--- config.mk ---
export PLATFORM = sky130hd
export DESIGN_NAME = fpm_wb_top
export DESIGN_NICKNAME = d
export VERILOG_FILES = /design/src/verilog/fpm_pkg.sv /design/src/verilog/fpm_wb_top.sv /design/src/verilog/fp_mul_pipe.sv /design/src/verilog/fp_round_pack.sv /design/src/verilog/booth_pp_gen.sv /design/src/verilog/wb_regs.sv /design/src/verilog/sync_fifo.sv
export SDC_FILE = /design/constraint.sdc
export NUM_CORES = 2
export LEC_CHECK = 0
export ABC_AREA = 1
export BUFFER_PORTS_ARGS = -buffer_cell sky130_fd_sc_hd__buf_4
export CAP_MARGIN = 40
export CORE_UTILIZATION = 60
export CTS_CLUSTER_SIZE = 30
export DETAILED_ROUTE_END_ITERATION = 6
export GPL_ROUTABILITY_DRIVEN = 0
export PLACE_DENSITY_LB_ADDON = 0.05
export SKIP_LAST_GASP = 1
export SLEW_MARGIN = 20
export SYNTH_ARGS = -nofsm -noshare
export SYNTH_HDL_FRONTEND = slang
export SYNTH_SLANG_ARGS = --single-unit
export TNS_END_PERCENT = 1
--- constraint.sdc ---
create_clock -name clk -period 16.3 [get_ports clk]
set_input_delay 4.075 -clock clk [delete_from_list [all_inputs] [get_ports clk]]
set_output_delay 4.075 -clock clk [all_outputs]
set_load 0.03 [all_outputs]
--- src/verilog/fpm_pkg.sv ---
package fpm_pkg;

  localparam int EXP_W    = 8;
  localparam int FRAC_W   = 23;
  localparam int EXP_BIAS = 127;

  localparam logic [31:0] QNAN = 32'h7fc0_0000; // canonical quiet nan

  // rounding mode codes
  localparam logic [2:0] RM_RNE = 3'd0; // nearest, ties to even
  localparam logic [2:0] RM_RTZ = 3'd1;
  localparam logic [2:0] RM_RDN = 3'd2; // toward -inf
  localparam logic [2:0] RM_RUP = 3'd3; // toward +inf
  localparam logic [2:0] RM_RMM = 3'd4; // nearest, ties away

  // word addresses
  localparam logic [1:0] ADR_X     = 2'd0;
  localparam logic [1:0] ADR_RMODE = 2'd1;
  localparam logic [1:0] ADR_Y     = 2'd2;
  localparam logic [1:0] ADR_FLAGS = 2'd3;

  // job is {r_mode, y, x}
  localparam int JOB_W = 67;
  // result is {udrf, ovrf, z}
  localparam int RES_W = 34;

  // binary32 word, raw or split into fields
  typedef union packed {
    logic [31:0] raw;
    struct packed {
      logic              sign;
      logic [EXP_W-1:0]  exp;
      logic [FRAC_W-1:0] frac;
    } f;
  } fp_word_t;

endpackage
--- src/verilog/fpm_wb_top.sv ---
`timescale 1ns/1ps

module fpm_wb_top #(
  parameter int JOB_DEPTH = 4,
  parameter int RES_DEPTH = 4
) (
  input  logic        clk,
  input  logic        rst_n,
  input  logic        wb_cyc,
  input  logic        wb_stb,
  input  logic        wb_we,
  input  logic [1:0]  wb_adr,
  input  logic [31:0] wb_wdata,
  output logic [31:0] wb_rdata,
  output logic        wb_ack
);

  logic                      job_push;
  logic [fpm_pkg::JOB_W-1:0] job_wdata;
  logic                      job_full;
  logic                      job_pop;
  logic [fpm_pkg::JOB_W-1:0] job_rdata;
  logic                      job_empty;
  logic                      res_push;
  logic [fpm_pkg::RES_W-1:0] res_wdata;
  logic                      res_full;
  logic                      res_pop;
  logic [fpm_pkg::RES_W-1:0] res_rdata;
  logic                      res_empty;

  wb_regs u_regs (
    .clk       (clk),
    .rst_n     (rst_n),
    .wb_cyc    (wb_cyc),
    .wb_stb    (wb_stb),
    .wb_we     (wb_we),
    .wb_adr    (wb_adr),
    .wb_wdata  (wb_wdata),
    .wb_rdata  (wb_rdata),
    .wb_ack    (wb_ack),
    .job_push  (job_push),
    .job_data  (job_wdata),
    .job_full  (job_full),
    .res_pop   (res_pop),
    .res_data  (res_rdata),
    .res_empty (res_empty)
  );

  sync_fifo #(.WIDTH(fpm_pkg::JOB_W), .DEPTH(JOB_DEPTH)) u_job_fifo (
    .clk       (clk),
    .rst_n     (rst_n),
    .push      (job_push),
    .push_data (job_wdata),
    .full      (job_full),
    .pop       (job_pop),
    .pop_data  (job_rdata),
    .empty     (job_empty)
  );

  fp_mul_pipe u_pipe (
    .clk       (clk),
    .rst_n     (rst_n),
    .job_pop   (job_pop),
    .job_data  (job_rdata),
    .job_empty (job_empty),
    .res_push  (res_push),
    .res_data  (res_wdata),
    .res_full  (res_full)
  );

  sync_fifo #(.WIDTH(fpm_pkg::RES_W), .DEPTH(RES_DEPTH)) u_res_fifo (
    .clk       (clk),
    .rst_n     (rst_n),
    .push      (res_push),
    .push_data (res_wdata),
    .full      (res_full),
    .pop       (res_pop),
    .pop_data  (res_rdata),
    .empty     (res_empty)
  );

endmodule

--- src/verilog/fp_mul_pipe.sv ---
`timescale 1ns/1ps

module fp_mul_pipe (
  input  logic                      clk,
  input  logic                      rst_n,
  output logic                      job_pop,
  input  logic [fpm_pkg::JOB_W-1:0] job_data,
  input  logic                      job_empty,
  output logic                      res_push,
  output logic [fpm_pkg::RES_W-1:0] res_data,
  input  logic                      res_full
);

  fpm_pkg::fp_word_t x;
  fpm_pkg::fp_word_t y;
  logic [2:0]        job_rm;
  logic              x_max, y_max, x_zer, y_zer;
  logic              x_inf, y_inf, x_nan, y_nan;
  logic [27:0]       pp [9];
  logic              hold;
  logic              s1_vld, s2_vld, s3_vld;

  logic              s1_sign;
  logic [7:0]        s1_exp_x, s1_exp_y;
  logic [2:0]        s1_rm;
  logic              s1_nan, s1_inf, s1_zer;
  logic [27:0]       s1_pp [9];

  logic [47:0]       prod;
  logic [47:0]       prod_sh;
  logic              s2_sign;
  logic [7:0]        s2_exp_x, s2_exp_y;
  logic [2:0]        s2_rm;
  logic              s2_nan, s2_inf, s2_zer;
  logic [26:0]       s2_sig;
  logic              s2_norm_n;

  fpm_pkg::fp_word_t rp_result;
  logic              rp_ovrf, rp_udrf;
  logic [fpm_pkg::RES_W-1:0] s3_res;

  assign x.raw  = job_data[31:0];
  assign y.raw  = job_data[63:32];
  assign job_rm = job_data[66:64];

  assign x_max = &x.f.exp;
  assign y_max = &y.f.exp;
  assign x_zer = ~|x.f.exp; // subnormal counts as zero
  assign y_zer = ~|y.f.exp;
  assign x_inf = x_max & ~|x.f.frac;
  assign y_inf = y_max & ~|y.f.frac;
  assign x_nan = x_max & |x.f.frac;
  assign y_nan = y_max & |y.f.frac;

  assign hold     = s3_vld & res_full; // whole pipe stalls
  assign job_pop  = ~job_empty & ~hold;
  assign res_push = s3_vld & ~res_full;
  assign res_data = s3_res;

  booth_pp_gen u_booth (
    .frac_x (x.f.frac),
    .frac_y (y.f.frac),
    .pp     (pp)
  );

  // partial products summed in one go
  always_comb begin
    prod = '0;
    for (int i = 0; i < 9; i++)
      prod = prod + ({{20{s1_pp[i][27]}}, s1_pp[i]} << (3 * i));
  end

  assign prod_sh = prod << !prod[47];

  fp_round_pack u_round (
    .sign   (s2_sign),
    .exp_x  (s2_exp_x),
    .exp_y  (s2_exp_y),
    .r_mode (s2_rm),
    .sig    (s2_sig),
    .norm_n (s2_norm_n),
    .nan_in (s2_nan),
    .inf_in (s2_inf),
    .zer_in (s2_zer),
    .result (rp_result),
    .ovrf   (rp_ovrf),
    .udrf   (rp_udrf)
  );

  always_ff @(posedge clk or negedge rst_n) begin
    if (!rst_n) begin
      s1_vld <= 1'b0;
      s2_vld <= 1'b0;
      s3_vld <= 1'b0;
    end else if (!hold) begin
      s1_vld <= job_pop;
      s2_vld <= s1_vld;
      s3_vld <= s2_vld;
    end
  end

  always_ff @(posedge clk) begin
    if (!hold) begin
      s1_sign   <= x.f.sign ^ y.f.sign;
      s1_exp_x  <= x.f.exp;
      s1_exp_y  <= y.f.exp;
      s1_rm     <= job_rm;
      s1_nan    <= x_nan | y_nan | (x_inf & y_zer) | (y_inf & x_zer);
      s1_inf    <= x_inf | y_inf;
      s1_zer    <= x_zer | y_zer;
      s1_pp     <= pp;
      s2_sign   <= s1_sign;
      s2_exp_x  <= s1_exp_x;
      s2_exp_y  <= s1_exp_y;
      s2_rm     <= s1_rm;
      s2_nan    <= s1_nan;
      s2_inf    <= s1_inf;
      s2_zer    <= s1_zer;
      s2_sig    <= {prod_sh[47:22], |prod_sh[21:0]}; // 26 bits plus sticky
      s2_norm_n <= prod[47];                         // product was 2 or more
      s3_res    <= {rp_udrf, rp_ovrf, rp_result.raw};
    end
  end

endmodule

--- src/verilog/fp_round_pack.sv ---
`timescale 1ns/1ps

module fp_round_pack (
  input  logic                      sign,
  input  logic [fpm_pkg::EXP_W-1:0] exp_x,
  input  logic [fpm_pkg::EXP_W-1:0] exp_y,
  input  logic [2:0]                r_mode,
  input  logic [26:0]               sig,
  input  logic                      norm_n,
  input  logic                      nan_in,
  input  logic                      inf_in,
  input  logic                      zer_in,
  output fpm_pkg::fp_word_t         result,
  output logic                      ovrf,
  output logic                      udrf
);

  logic [2:0]                  rm;
  logic                        lsb;
  logic                        guard;
  logic                        rs; // round or sticky
  logic                        inexact;
  logic                        inc;
  logic [24:0]                 sig_rnd;
  logic                        norm_r;
  logic [fpm_pkg::FRAC_W-1:0]  frac;
  logic [9:0]                  exp_sum;
  logic [9:0]                  exp_z;

  assign rm      = (r_mode > fpm_pkg::RM_RMM) ? fpm_pkg::RM_RMM : r_mode; // 5..7 as rmm
  assign lsb     = sig[3];
  assign guard   = sig[2];
  assign rs      = sig[1] | sig[0];
  assign inexact = guard | rs;

  always_comb begin
    case (rm)
      fpm_pkg::RM_RNE: inc = guard & (rs | lsb);
      fpm_pkg::RM_RTZ: inc = 1'b0;
      fpm_pkg::RM_RDN: inc = sign & inexact; // magnitude grows when negative
      fpm_pkg::RM_RUP: inc = ~sign & inexact;
      default:         inc = guard;
    endcase
  end

  assign sig_rnd = {1'b0, sig[26:3]} + 25'(inc);
  assign norm_r  = sig_rnd[24]; // rounding carried out
  assign frac    = norm_r ? sig_rnd[23:1] : sig_rnd[22:0];

  // biased sum before removing one bias
  assign exp_sum = {2'b00, exp_x} + {2'b00, exp_y} + {9'd0, norm_n | norm_r};
  assign exp_z   = exp_sum - 10'(fpm_pkg::EXP_BIAS);

  assign ovrf = (exp_sum >= 10'(255 + fpm_pkg::EXP_BIAS));
  assign udrf = (exp_sum <= 10'(fpm_pkg::EXP_BIAS));

  always_comb begin
    result.f.sign = sign;
    result.f.exp  = exp_z[fpm_pkg::EXP_W-1:0];
    result.f.frac = frac;
    if (nan_in) begin
      result.raw = fpm_pkg::QNAN;
    end else if (inf_in || ovrf) begin
      result.f.exp  = '1;
      result.f.frac = '0;
    end else if (zer_in || udrf) begin
      result.f.exp  = '0; // subnormals flushed too
      result.f.frac = '0;
    end
  end

endmodule

--- src/verilog/booth_pp_gen.sv ---
`timescale 1ns/1ps

module booth_pp_gen (
  input  logic [fpm_pkg::FRAC_W-1:0] frac_x,
  input  logic [fpm_pkg::FRAC_W-1:0] frac_y,
  output logic [27:0]                pp [9]
);

  logic [27:0] y1;
  logic [27:0] y2;
  logic [27:0] y3;
  logic [27:0] y4;
  logic [27:0] xs;

  // radix-8 digit select, grp is {x[3i+2], x[3i+1], x[3i], x[3i-1]}
  function automatic logic [27:0] booth_sel(
    input logic [3:0]  grp,
    input logic [27:0] m1,
    input logic [27:0] m2,
    input logic [27:0] m3,
    input logic [27:0] m4
  );
    logic [27:0] mag;
    case (grp)
      4'b0001, 4'b0010, 4'b1101, 4'b1110: mag = m1;
      4'b0011, 4'b0100, 4'b1011, 4'b1100: mag = m2;
      4'b0101, 4'b0110, 4'b1001, 4'b1010: mag = m3;
      4'b0111, 4'b1000:                   mag = m4;
      default:                            mag = '0;
    endcase
    return grp[3] ? -mag : mag; // top bit carries the -4 weight
  endfunction

  // multiplicand with hidden one
  assign y1 = {4'b0000, 1'b1, frac_y};
  assign y2 = y1 << 1;
  assign y4 = y1 << 2;
  assign y3 = y1 + y2; // the one hard multiple

  // zero pad on top so the last digit stays non-negative
  assign xs = {3'b000, 1'b1, frac_x, 1'b0};

  always_comb begin
    for (int i = 0; i < 9; i++)
      pp[i] = booth_sel(xs[3*i +: 4], y1, y2, y3, y4); // weight 8**i
  end

endmodule

--- src/verilog/wb_regs.sv ---
`timescale 1ns/1ps

module wb_regs (
  input  logic                      clk,
  input  logic                      rst_n,
  input  logic                      wb_cyc,
  input  logic                      wb_stb,
  input  logic                      wb_we,
  input  logic [1:0]                wb_adr,
  input  logic [31:0]               wb_wdata,
  output logic [31:0]               wb_rdata,
  output logic                      wb_ack,
  output logic                      job_push,
  output logic [fpm_pkg::JOB_W-1:0] job_data,
  input  logic                      job_full,
  output logic                      res_pop,
  input  logic [fpm_pkg::RES_W-1:0] res_data,
  input  logic                      res_empty
);

  fpm_pkg::fp_word_t x_reg;
  logic [2:0]        r_mode;
  logic [1:0]        flags; // {udrf, ovrf} of the last result read
  logic              req;
  logic              y_wr;
  logic              y_rd;
  logic              go;

  assign req  = wb_cyc & wb_stb & ~wb_ack; // stb still high during ack cycle
  assign y_wr = wb_we & (wb_adr == fpm_pkg::ADR_Y);
  assign y_rd = ~wb_we & (wb_adr == fpm_pkg::ADR_Y);

  // wait states on full job fifo or empty result fifo
  assign go = req & ~(y_wr & job_full) & ~(y_rd & res_empty);

  assign job_push = go & y_wr;
  assign res_pop  = go & y_rd;
  assign job_data = {r_mode, wb_wdata, x_reg.raw};

  always_ff @(posedge clk or negedge rst_n) begin
    if (!rst_n) begin
      wb_ack <= 1'b0;
      r_mode <= fpm_pkg::RM_RNE;
      flags  <= 2'b00;
    end else begin
      wb_ack <= go;
      if (go && wb_we && wb_adr == fpm_pkg::ADR_RMODE)
        r_mode <= wb_wdata[2:0];
      if (res_pop)
        flags <= res_data[fpm_pkg::RES_W-1 -: 2];
    end
  end

  always_ff @(posedge clk) begin
    if (go && wb_we && wb_adr == fpm_pkg::ADR_X)
      x_reg.raw <= wb_wdata;
  end

  // read data lines up with ack
  always_ff @(posedge clk) begin
    if (go && !wb_we) begin
      case (wb_adr)
        fpm_pkg::ADR_X:     wb_rdata <= x_reg.raw;
        fpm_pkg::ADR_RMODE: wb_rdata <= {29'd0, r_mode};
        fpm_pkg::ADR_Y:     wb_rdata <= res_data[31:0];
        default:            wb_rdata <= {30'd0, flags};
      endcase
    end
  end

endmodule

--- src/verilog/sync_fifo.sv ---
`timescale 1ns/1ps

module sync_fifo #(
  parameter int WIDTH = 32,
  parameter int DEPTH = 4 // power of two, 2 or more
) (
  input  logic             clk,
  input  logic             rst_n,
  input  logic             push,
  input  logic [WIDTH-1:0] push_data,
  output logic             full,
  input  logic             pop,
  output logic [WIDTH-1:0] pop_data,
  output logic             empty
);

  localparam int AW = $clog2(DEPTH);

  logic [WIDTH-1:0] mem [DEPTH];
  logic [AW-1:0]    wr_ptr;
  logic [AW-1:0]    rd_ptr;
  logic [AW:0]      count;
  logic             do_push;
  logic             do_pop;

  assign full     = (count == (AW+1)'(DEPTH));
  assign empty    = (count == '0);
  assign do_push  = push & ~full;
  assign do_pop   = pop & ~empty;
  assign pop_data = mem[rd_ptr]; // head entry

  always_ff @(posedge clk) begin
    if (do_push)
      mem[wr_ptr] <= push_data;
  end

  always_ff @(posedge clk or negedge rst_n) begin
    if (!rst_n) begin
      wr_ptr <= '0;
      rd_ptr <= '0;
      count  <= '0;
    end else begin
      if (do_push)
        wr_ptr <= wr_ptr + 1'b1; // wraps, depth is 2**AW
      if (do_pop)
        rd_ptr <= rd_ptr + 1'b1;
      if (do_push != do_pop)
        count <= do_push ? count + 1'b1 : count - 1'b1;
    end
  end

endmodule

# --- Word-level counts from Yosys, hierarchy flattened ---
# Memory sizes are Yosys's and may differ from the RTL's.
# Index checks and enable logic that the tools add are counted.
totals:
  regBits: 441
  latchBits: 0
  mem_bits_rw: 404
  rom_bits: 0
  in_bits: 39
  output_inout_bits: 33
  elab_cells: 313
  mem_count: 2
classes:
  addsub: 29
  mul: 0
  n_div: 0
  order_cmp: 3
  n_eq_ne: 106
  shifts: 1
  n_mux: 27
  n_bitwise: 46
  reduce_logical: 56
mem_list:
  columns: ["memory", "words", "word_bits", "read_ports", "rd_ports_with_merged_regs", "write_ports", "line", "source"]
  rows:
  - ["u_job_fifo.mem", 4, 67, 1, 0, 1, "sync_fifo.sv:19", "logic [WIDTH-1:0] mem [DEPTH];"]
  - ["u_res_fifo.mem", 4, 34, 1, 0, 1, "sync_fifo.sv:19", null]
ops:
  columns: ["op", "n"]
  rows:
  - ["26-bit one-hot mux with 4 select lines", 8]
  - ["48-bit adder", 7]
  - ["28-bit 2-to-1 mux", 7]
  - ["28-bit negation", 7]
  - ["4-bit == test (second input constant)", 42]
  - ["4-bit by 3-bit == test with 1-bit output (second input constant)", 24]
  - ["32-bit one-hot mux with 3 select lines", 1]
  - ["4-bit OR reduction", 18]
  - ["4-bit by 2-bit == test with 1-bit output (second input constant)", 12]
  - ["48-bit by 1-bit left shift with 48-bit output", 1]
  - ["23-bit 2-to-1 mux", 2]
  - ["23-bit OR reduction", 2]
  - ["28-bit by 31-bit adder with 32-bit output", 1]
  - ["31-bit 2-to-1 mux", 1]
  - ["3-bit == test (second input constant)", 9]
  - ["26-bit negation with 27-bit output", 1]
  - ["24-bit by 25-bit adder with 26-bit output", 1]
  - ["1-bit bitwise AND", 26]
  - ["2-bit OR reduction", 13]
  - ["24-bit by 1-bit adder with 25-bit output", 1]
  - ["4-bit by 1-bit == test with 1-bit output (second input constant)", 6]
  - ["22-bit OR reduction", 1]
  - ["3-bit by 2-bit == test with 1-bit output (second input constant)", 6]
  - ["8-bit AND reduction", 2]
  - ["other kinds (26)", 69]

# --- Logic depth before layout (Yosys ltp) ---
logic_depth:
  word_depth: 11
  ltp_mapped: 35
  mapped_depth_nobuf: 34

# --- Cells and area by module ---
# Synthesis repeated with hierarchy kept, for this count alone.
hier_totals:
  cells_unflattened: 5910
  area_unflattened_um2: 53697.8
by_module_without_submodules:
  columns: ["module", "instances", "cells_per_inst", "area_each_um2", "seq_area_each_um2"]
  rows:
  - ["fp_mul_pipe", 1, 1580, 20020.5, 10735.3]
  - ["booth_pp_gen", 1, 2596, 12754.7, 0.0]
  - ["sync_fifo at u_job_fifo", 1, 712, 10373.7, 8222.9]
  - ["sync_fifo at u_res_fifo", 1, 392, 5509.0, 4259.1]
  - ["wb_regs", 1, 188, 2846.5, 2072.0]
  - ["fp_round_pack", 1, 442, 2193.4, 0.0]

# --- Worst setup path before layout ---
# No wires, ideal clock.
synth_path:
  kind: "reg2reg"
  start: "reg u_res_fifo.count[0]"
  end: "reg u_pipe.s3_res (netlist bit u_pipe.res_data[0]) (enable)"
  setup_time_ns: 3.514
  arrival_ns: 8.535
  t_required_ns: 12.786
  slack_ns: 4.251
  path_stages_with_launch: 3
  n_path_buf: 0
  period_less_slack_ns: 12.049
  path_cell_list: "dfrtp_1 > nor2_1 > nand3_1"
synth_between:
  elab_chain_cells: 2
synth_rtl:
  columns: ["element", "line", "source"]
  rows:
  - ["start, declared", "sync_fifo.sv:22", "logic [AW:0] count;"]
  - ["start signal, assigned", "sync_fifo.sv:48", "count <= do_push ? count + 1'b1 : count - 1'b1;"]
  - ["3-bit == test", "sync_fifo.sv:26", "assign full = (count == (AW+1)'(DEPTH));"]
  - ["1-bit bitwise AND", "fp_mul_pipe.sv:55", "assign hold = s3_vld & res_full;"]
  - ["end signal, assigned", "fp_mul_pipe.sv:121", "s3_res <= {rp_udrf, rp_ovrf, rp_result.raw};"]
  - ["end, declared", "fp_mul_pipe.sv:40", "logic [fpm_pkg::RES_W-1:0] s3_res;"]
# Every way passes these cells.
# A chain may end at the register's enable or synchronous reset.

# --- Final worst setup path ---
layout_path:
  start: "reg u_pipe.s1_pp[196] (netlist name)"
  end: "reg u_pipe.s2_sig[17], data pin"
layout_between:
  elab_chain_cells: 10
layout_rtl:
  columns: ["element", "line", "source"]
  rows:
  - ["start, declared", "fp_mul_pipe.sv:27", "logic [27:0] s1_pp [9];"]
  - ["start signal, assigned", "fp_mul_pipe.sv:111", "s1_pp <= pp;"]
  - ["28-bit by 31-bit adder with 32-bit output (*)", "fp_mul_pipe.sv:70", "prod = prod + ({{20{s1_pp[i][27]}}, s1_pp[i]} << (3 * i));"]
  - ["48-bit adder (*) (7 in series)", "fp_mul_pipe.sv:70", null]
  - ["1-bit logical NOT", "fp_mul_pipe.sv:73", "assign prod_sh = prod << !prod[47];"]
  - ["48-bit by 1-bit left shift with 48-bit output (*)", "fp_mul_pipe.sv:73", null]
  - ["via u_pipe.prod_sh[38]", "fp_mul_pipe.sv:30", "logic [47:0] prod_sh;"]
  - ["end signal, assigned", "fp_mul_pipe.sv:119", "s2_sig <= {prod_sh[47:22], |prod_sh[21:0]};"]
  - ["end, declared", "fp_mul_pipe.sv:35", "logic [26:0] s2_sig;"]
# Mark *: on every way through the listed nets, which the timed path passes. The rest lies on a longest branch.

==> impl_metrics.xml <==
<?xml version="1.0" encoding="UTF-8"?>
<metrics>
  <group name="clock_tree">
    <metric name="post-cts-setup-buffers" unit="">0</metric>
    <metric name="h_tree_depth_reported_by_cts" unit="">3</metric>
    <metric name="clock-sinks" unit="">845</metric>
    <metric name="ctsRootBufferMaster" unit="">sky130_fd_sc_hd__clkbuf_16</metric>
    <metric name="post_cts.resized_instances" unit="">0</metric>
    <metric name="numCtsBuffers" unit="">89</metric>
    <metric name="holdBufCountCts" unit="">0</metric>
    <metric name="tritoncts" unit="">done</metric>
    <metric name="cts_max_path_buffers" unit="">3</metric>
    <metric name="insertion_delay" unit="ns">0.70</metric>
    <metric name="path_clk_slew" unit="ns">0.07</metric>
  </group>
  <group name="floorplan">
    <metric name="io_pins" unit="">72</metric>
    <metric name="num_rows" unit="">110</metric>
    <metric name="die-height" unit="µm">304</metric>
    <metric name="fp.dieArea" unit="mm²">0.0922</metric>
    <metric name="initial_core_util" unit="%">60.6</metric>
    <metric name="core_outline_area" unit="mm²">0.0900</metric>
    <metric name="die_width" unit="µm">304</metric>
  </group>
  <group name="logic_synthesis">
    <metric name="seq_area_frac_synth" unit="%">46.3</metric>
    <metric name="yosys_warnings" unit="">0</metric>
    <metric name="synthesis.area_per_instance" unit="µm²">8.77</metric>
    <metric name="synth-seq-cells" unit="">845</metric>
    <metric name="syn_nets" unit="">6608</metric>
    <metric name="synthArstFlopShare" unit="%">2.72</metric>
    <metric name="gate_count_after_technology_mapping" unit="">6221</metric>
    <metric name="mappedNetlistArea" unit="mm²">0.0546</metric>
    <metric name="netlist-cell-type-count" unit="">61</metric>
    <metric name="synth_edf_count" unit="">822</metric>
    <metric name="dominantRegCellSynth" unit="">sky130_fd_sc_hd__edfxtp_1</metric>
  </group>
  <group name="routing">
    <metric name="top_metal_used" unit="">met5</metric>
    <metric name="final_antenna_net_count" unit="">0</metric>
    <metric name="drt_iter0_markers" unit="">6565</metric>
    <metric name="drt_drc_violations_left" unit="">107</metric>
    <metric name="met3_length" unit="µm">24700</metric>
    <metric name="wl_met1" unit="µm">67900</metric>
    <metric name="wl_met2" unit="µm">73700</metric>
    <metric name="detailroute.via_count" unit="">45100</metric>
    <metric name="finalWirelength" unit="µm">175000</metric>
    <metric name="detail_route.vias_per_cell" unit="">6.00</metric>
    <metric name="routedWlPerCell" unit="µm">23.4</metric>
    <metric name="drt_first_pass_iters" unit="">7</metric>
  </group>
  <group name="sta">
    <metric name="finalMaxSlewViolations" unit="">0</metric>
    <metric name="setup-violations-final" unit="">0</metric>
    <metric name="maxClockFrequency" unit="GHz">0.134</metric>
    <metric name="actual_transition_at_the_worst_max_transition_pin" unit="ns">0.997</metric>
    <metric name="max-slew-margin-rel" unit="%">32.8</metric>
    <metric name="period_needed" unit="ns">7.46</metric>
    <metric name="final.period_utilization" unit="%">45.8</metric>
    <metric name="finalSetupTns" unit="ns">0</metric>
    <metric name="finalHoldViolations" unit="">0</metric>
    <metric name="grt_setup_unrepaired" unit="">false</metric>
    <metric name="clock_skew" unit="ns">0.0511</metric>
  </group>
  <group name="place">
    <metric name="detailed_place_hpwl" unit="µm">127000</metric>
    <metric name="port_buffer_count" unit="">71</metric>
  </group>
  <group name="setup_path">
    <metric name="critical_path.startpoint_type" unit="">flip-flop</metric>
    <metric name="timing.critical_path.arrival" unit="ns">7.91</metric>
    <metric name="critPathCaptureType" unit="">flip-flop</metric>
    <metric name="cp.buffers_inverters" unit="">6</metric>
    <metric name="r2r_setup_slack" unit="ns">8.84</metric>
    <metric name="timing.critical_path.slowest_stage_cell" unit="">sky130_fd_sc_hd__fa_1</metric>
    <metric name="worst_path_dominant_cell_family" unit="">adder cells</metric>
    <metric name="timing.critical_path.slowest_cell_delay" unit="ns">0.61</metric>
    <metric name="required" unit="ns">16.75</metric>
    <metric name="critical_path.max_fanout" unit="">26</metric>
    <metric name="type_of_the_worst_setup_path" unit="">flip-flop to flip-flop</metric>
  </group>
  <group name="layout">
    <metric name="area_growth" unit="%">8.51</metric>
    <metric name="post_route_cells_drive_above_1_share" unit="%">8.74</metric>
    <metric name="num-nets-final" unit="">6645</metric>
    <metric name="layout_top_registers" unit="">u_job_fifo.mem (268), u_pipe.s1_pp (246), u_res_fifo.mem (136)</metric>
    <metric name="largest-register" unit="">u_job_fifo.mem</metric>
    <metric name="post-route-util" unit="%">65.8</metric>
    <metric name="largest_register_ff_count" unit="">268</metric>
  </group>
  <group name="global_routing">
    <metric name="number_of_global_route_vias_before_repair" unit="">40900</metric>
    <metric name="grt_start_max_net_pins" unit="">72</metric>
    <metric name="gr-total-overflow" unit="">0</metric>
    <metric name="grtUsageTotal" unit="%">37.4</metric>
    <metric name="antenna_found_initial" unit="">16</metric>
    <metric name="grt_first_pass_wirelength" unit="µm">255000</metric>
  </group>
  <group name="flow_run">
    <metric name="maxCapViolCount" unit="">0</metric>
  </group>
  <group name="worst_hold_path">
    <metric name="hold_path_class" unit="">flip-flop to flip-flop</metric>
  </group>
  <group name="status">
    <metric name="outcome" unit="">complete, but fails checks</metric>
    <metric name="failed_checks" unit="">design-rule violations</metric>
  </group>
</metrics>
[cell usage after synthesis, drive strengths merged (3+ instances only)]
master   instances  area [µm²]
mux2             6        67.6
a211oi           4        30.0
dfrtp           23         576
o21bai           3        22.5
a21oi          196         985
nand4          125         838
o211ai          10        75.1
o2111ai          4        41.3
or2              5        31.3
a22o             6        52.6
a22oi            5        42.5
o21a             5        37.5
xnor2          104         911
inv            726        2730
nor3            31         170
nor4            18         113
xor2           128        1120
o22ai           35         219
a32o            25         250
a21o            13        97.6
a31oi           17         106
and3             4        25.0
edfxtp         822       24700
nand3          472        2410
and2             3        18.8
nand3b          33         260
ha             161        2010
nor2           703        2900
o21ai          216        1110
nand2         1908        7430
fa             187        3740
a21boi           5        37.5
clkbuf          42         158
buf            161        1150
[worst paths after layout]
kind / from / cells past startpoint / endpoint
min in group asynchronous: rst_n / 1 / u_pipe.s2_vld
max in group asynchronous: rst_n / 1 / u_job_fifo.rd_ptr[0]
setup reg to reg: u_pipe.s1_pp[196] / 29 / u_pipe.s2_sig[17]
hold reg to reg: u_pipe.s1_exp_x[7] / 0 / u_pipe.s2_exp_x[7]
hold / removal: u_pipe.s1_exp_x[7] / 0 / u_pipe.s2_exp_x[7]
setup / recovery: u_pipe.s1_pp[196] / 29 / u_pipe.s2_sig[17]
[placed cells by master, fill, tap and decap left out, drive strengths merged, types with 36 or more instances in the layout]
cell / count
xor2: 128
buf: 148
inv: 738
edfxtp: 822
nor2: 703
clkinv: 36
nand2: 1908
nand3: 472
fa: 187
o21ai: 216
ha: 161
nand4: 125
a21oi: 196
xnor2: 104
clkbuf: 105
[layer usage]
| layer | GRT usage, % | vias to the layer above |
|---|---|---|
| li1 | - | 20500 |
| met3 | 13.0 | 575 |
| met1 | 51.1 | 21100 |
| met5 | 0 | - |
| met4 | 16.2 | 16 |
| met2 | 54.2 | 2806 |
[per-stage QoR]
stage / cells / hold slack, ns / setup slack [ns] / area, µm²
after floorplan: 6221 / 0.400 / 4.25 / 54600
after global placement: 7309 / 0.400 / 8.68 / 55700
after detailed placement: 7331 / 0.405 / 8.64 / 56100
after CTS: 7494 / 0.416 / 8.91 / 59000
after global routing: 7506 / 0.424 / 8.40 / 59200
final: 7512 / 0.414 / 8.84 / 59200
[layout make-up]
class                      count  area [µm²]
sequential                   845       25300
inverter                     728        2740
timing repair buffer         149        1400
multi-input combinational   4445       25400
clock buffer                 105        2290
clock inverter                58         658
fill                        7385       30800
antenna                        6        15.0
tap                         1176        1470
[logic make-up after synthesis]
logic type                 after synthesis  share of synthesized area [%]
adders and majority gates              348                           10.5
DFF                                    845                           46.3
xor gates and xnor gates               232                           3.72
buffers and inverters                  931                           7.41
AOI/OAI and AO/OA                      554                           5.85
muxes                                    6                          0.124
and+or+nand+nor                       3305                           26.1
Power is left out: the tool's default activity adds up to more than one toggle a clock period on the data nets, which glitch-free logic cannot reach.
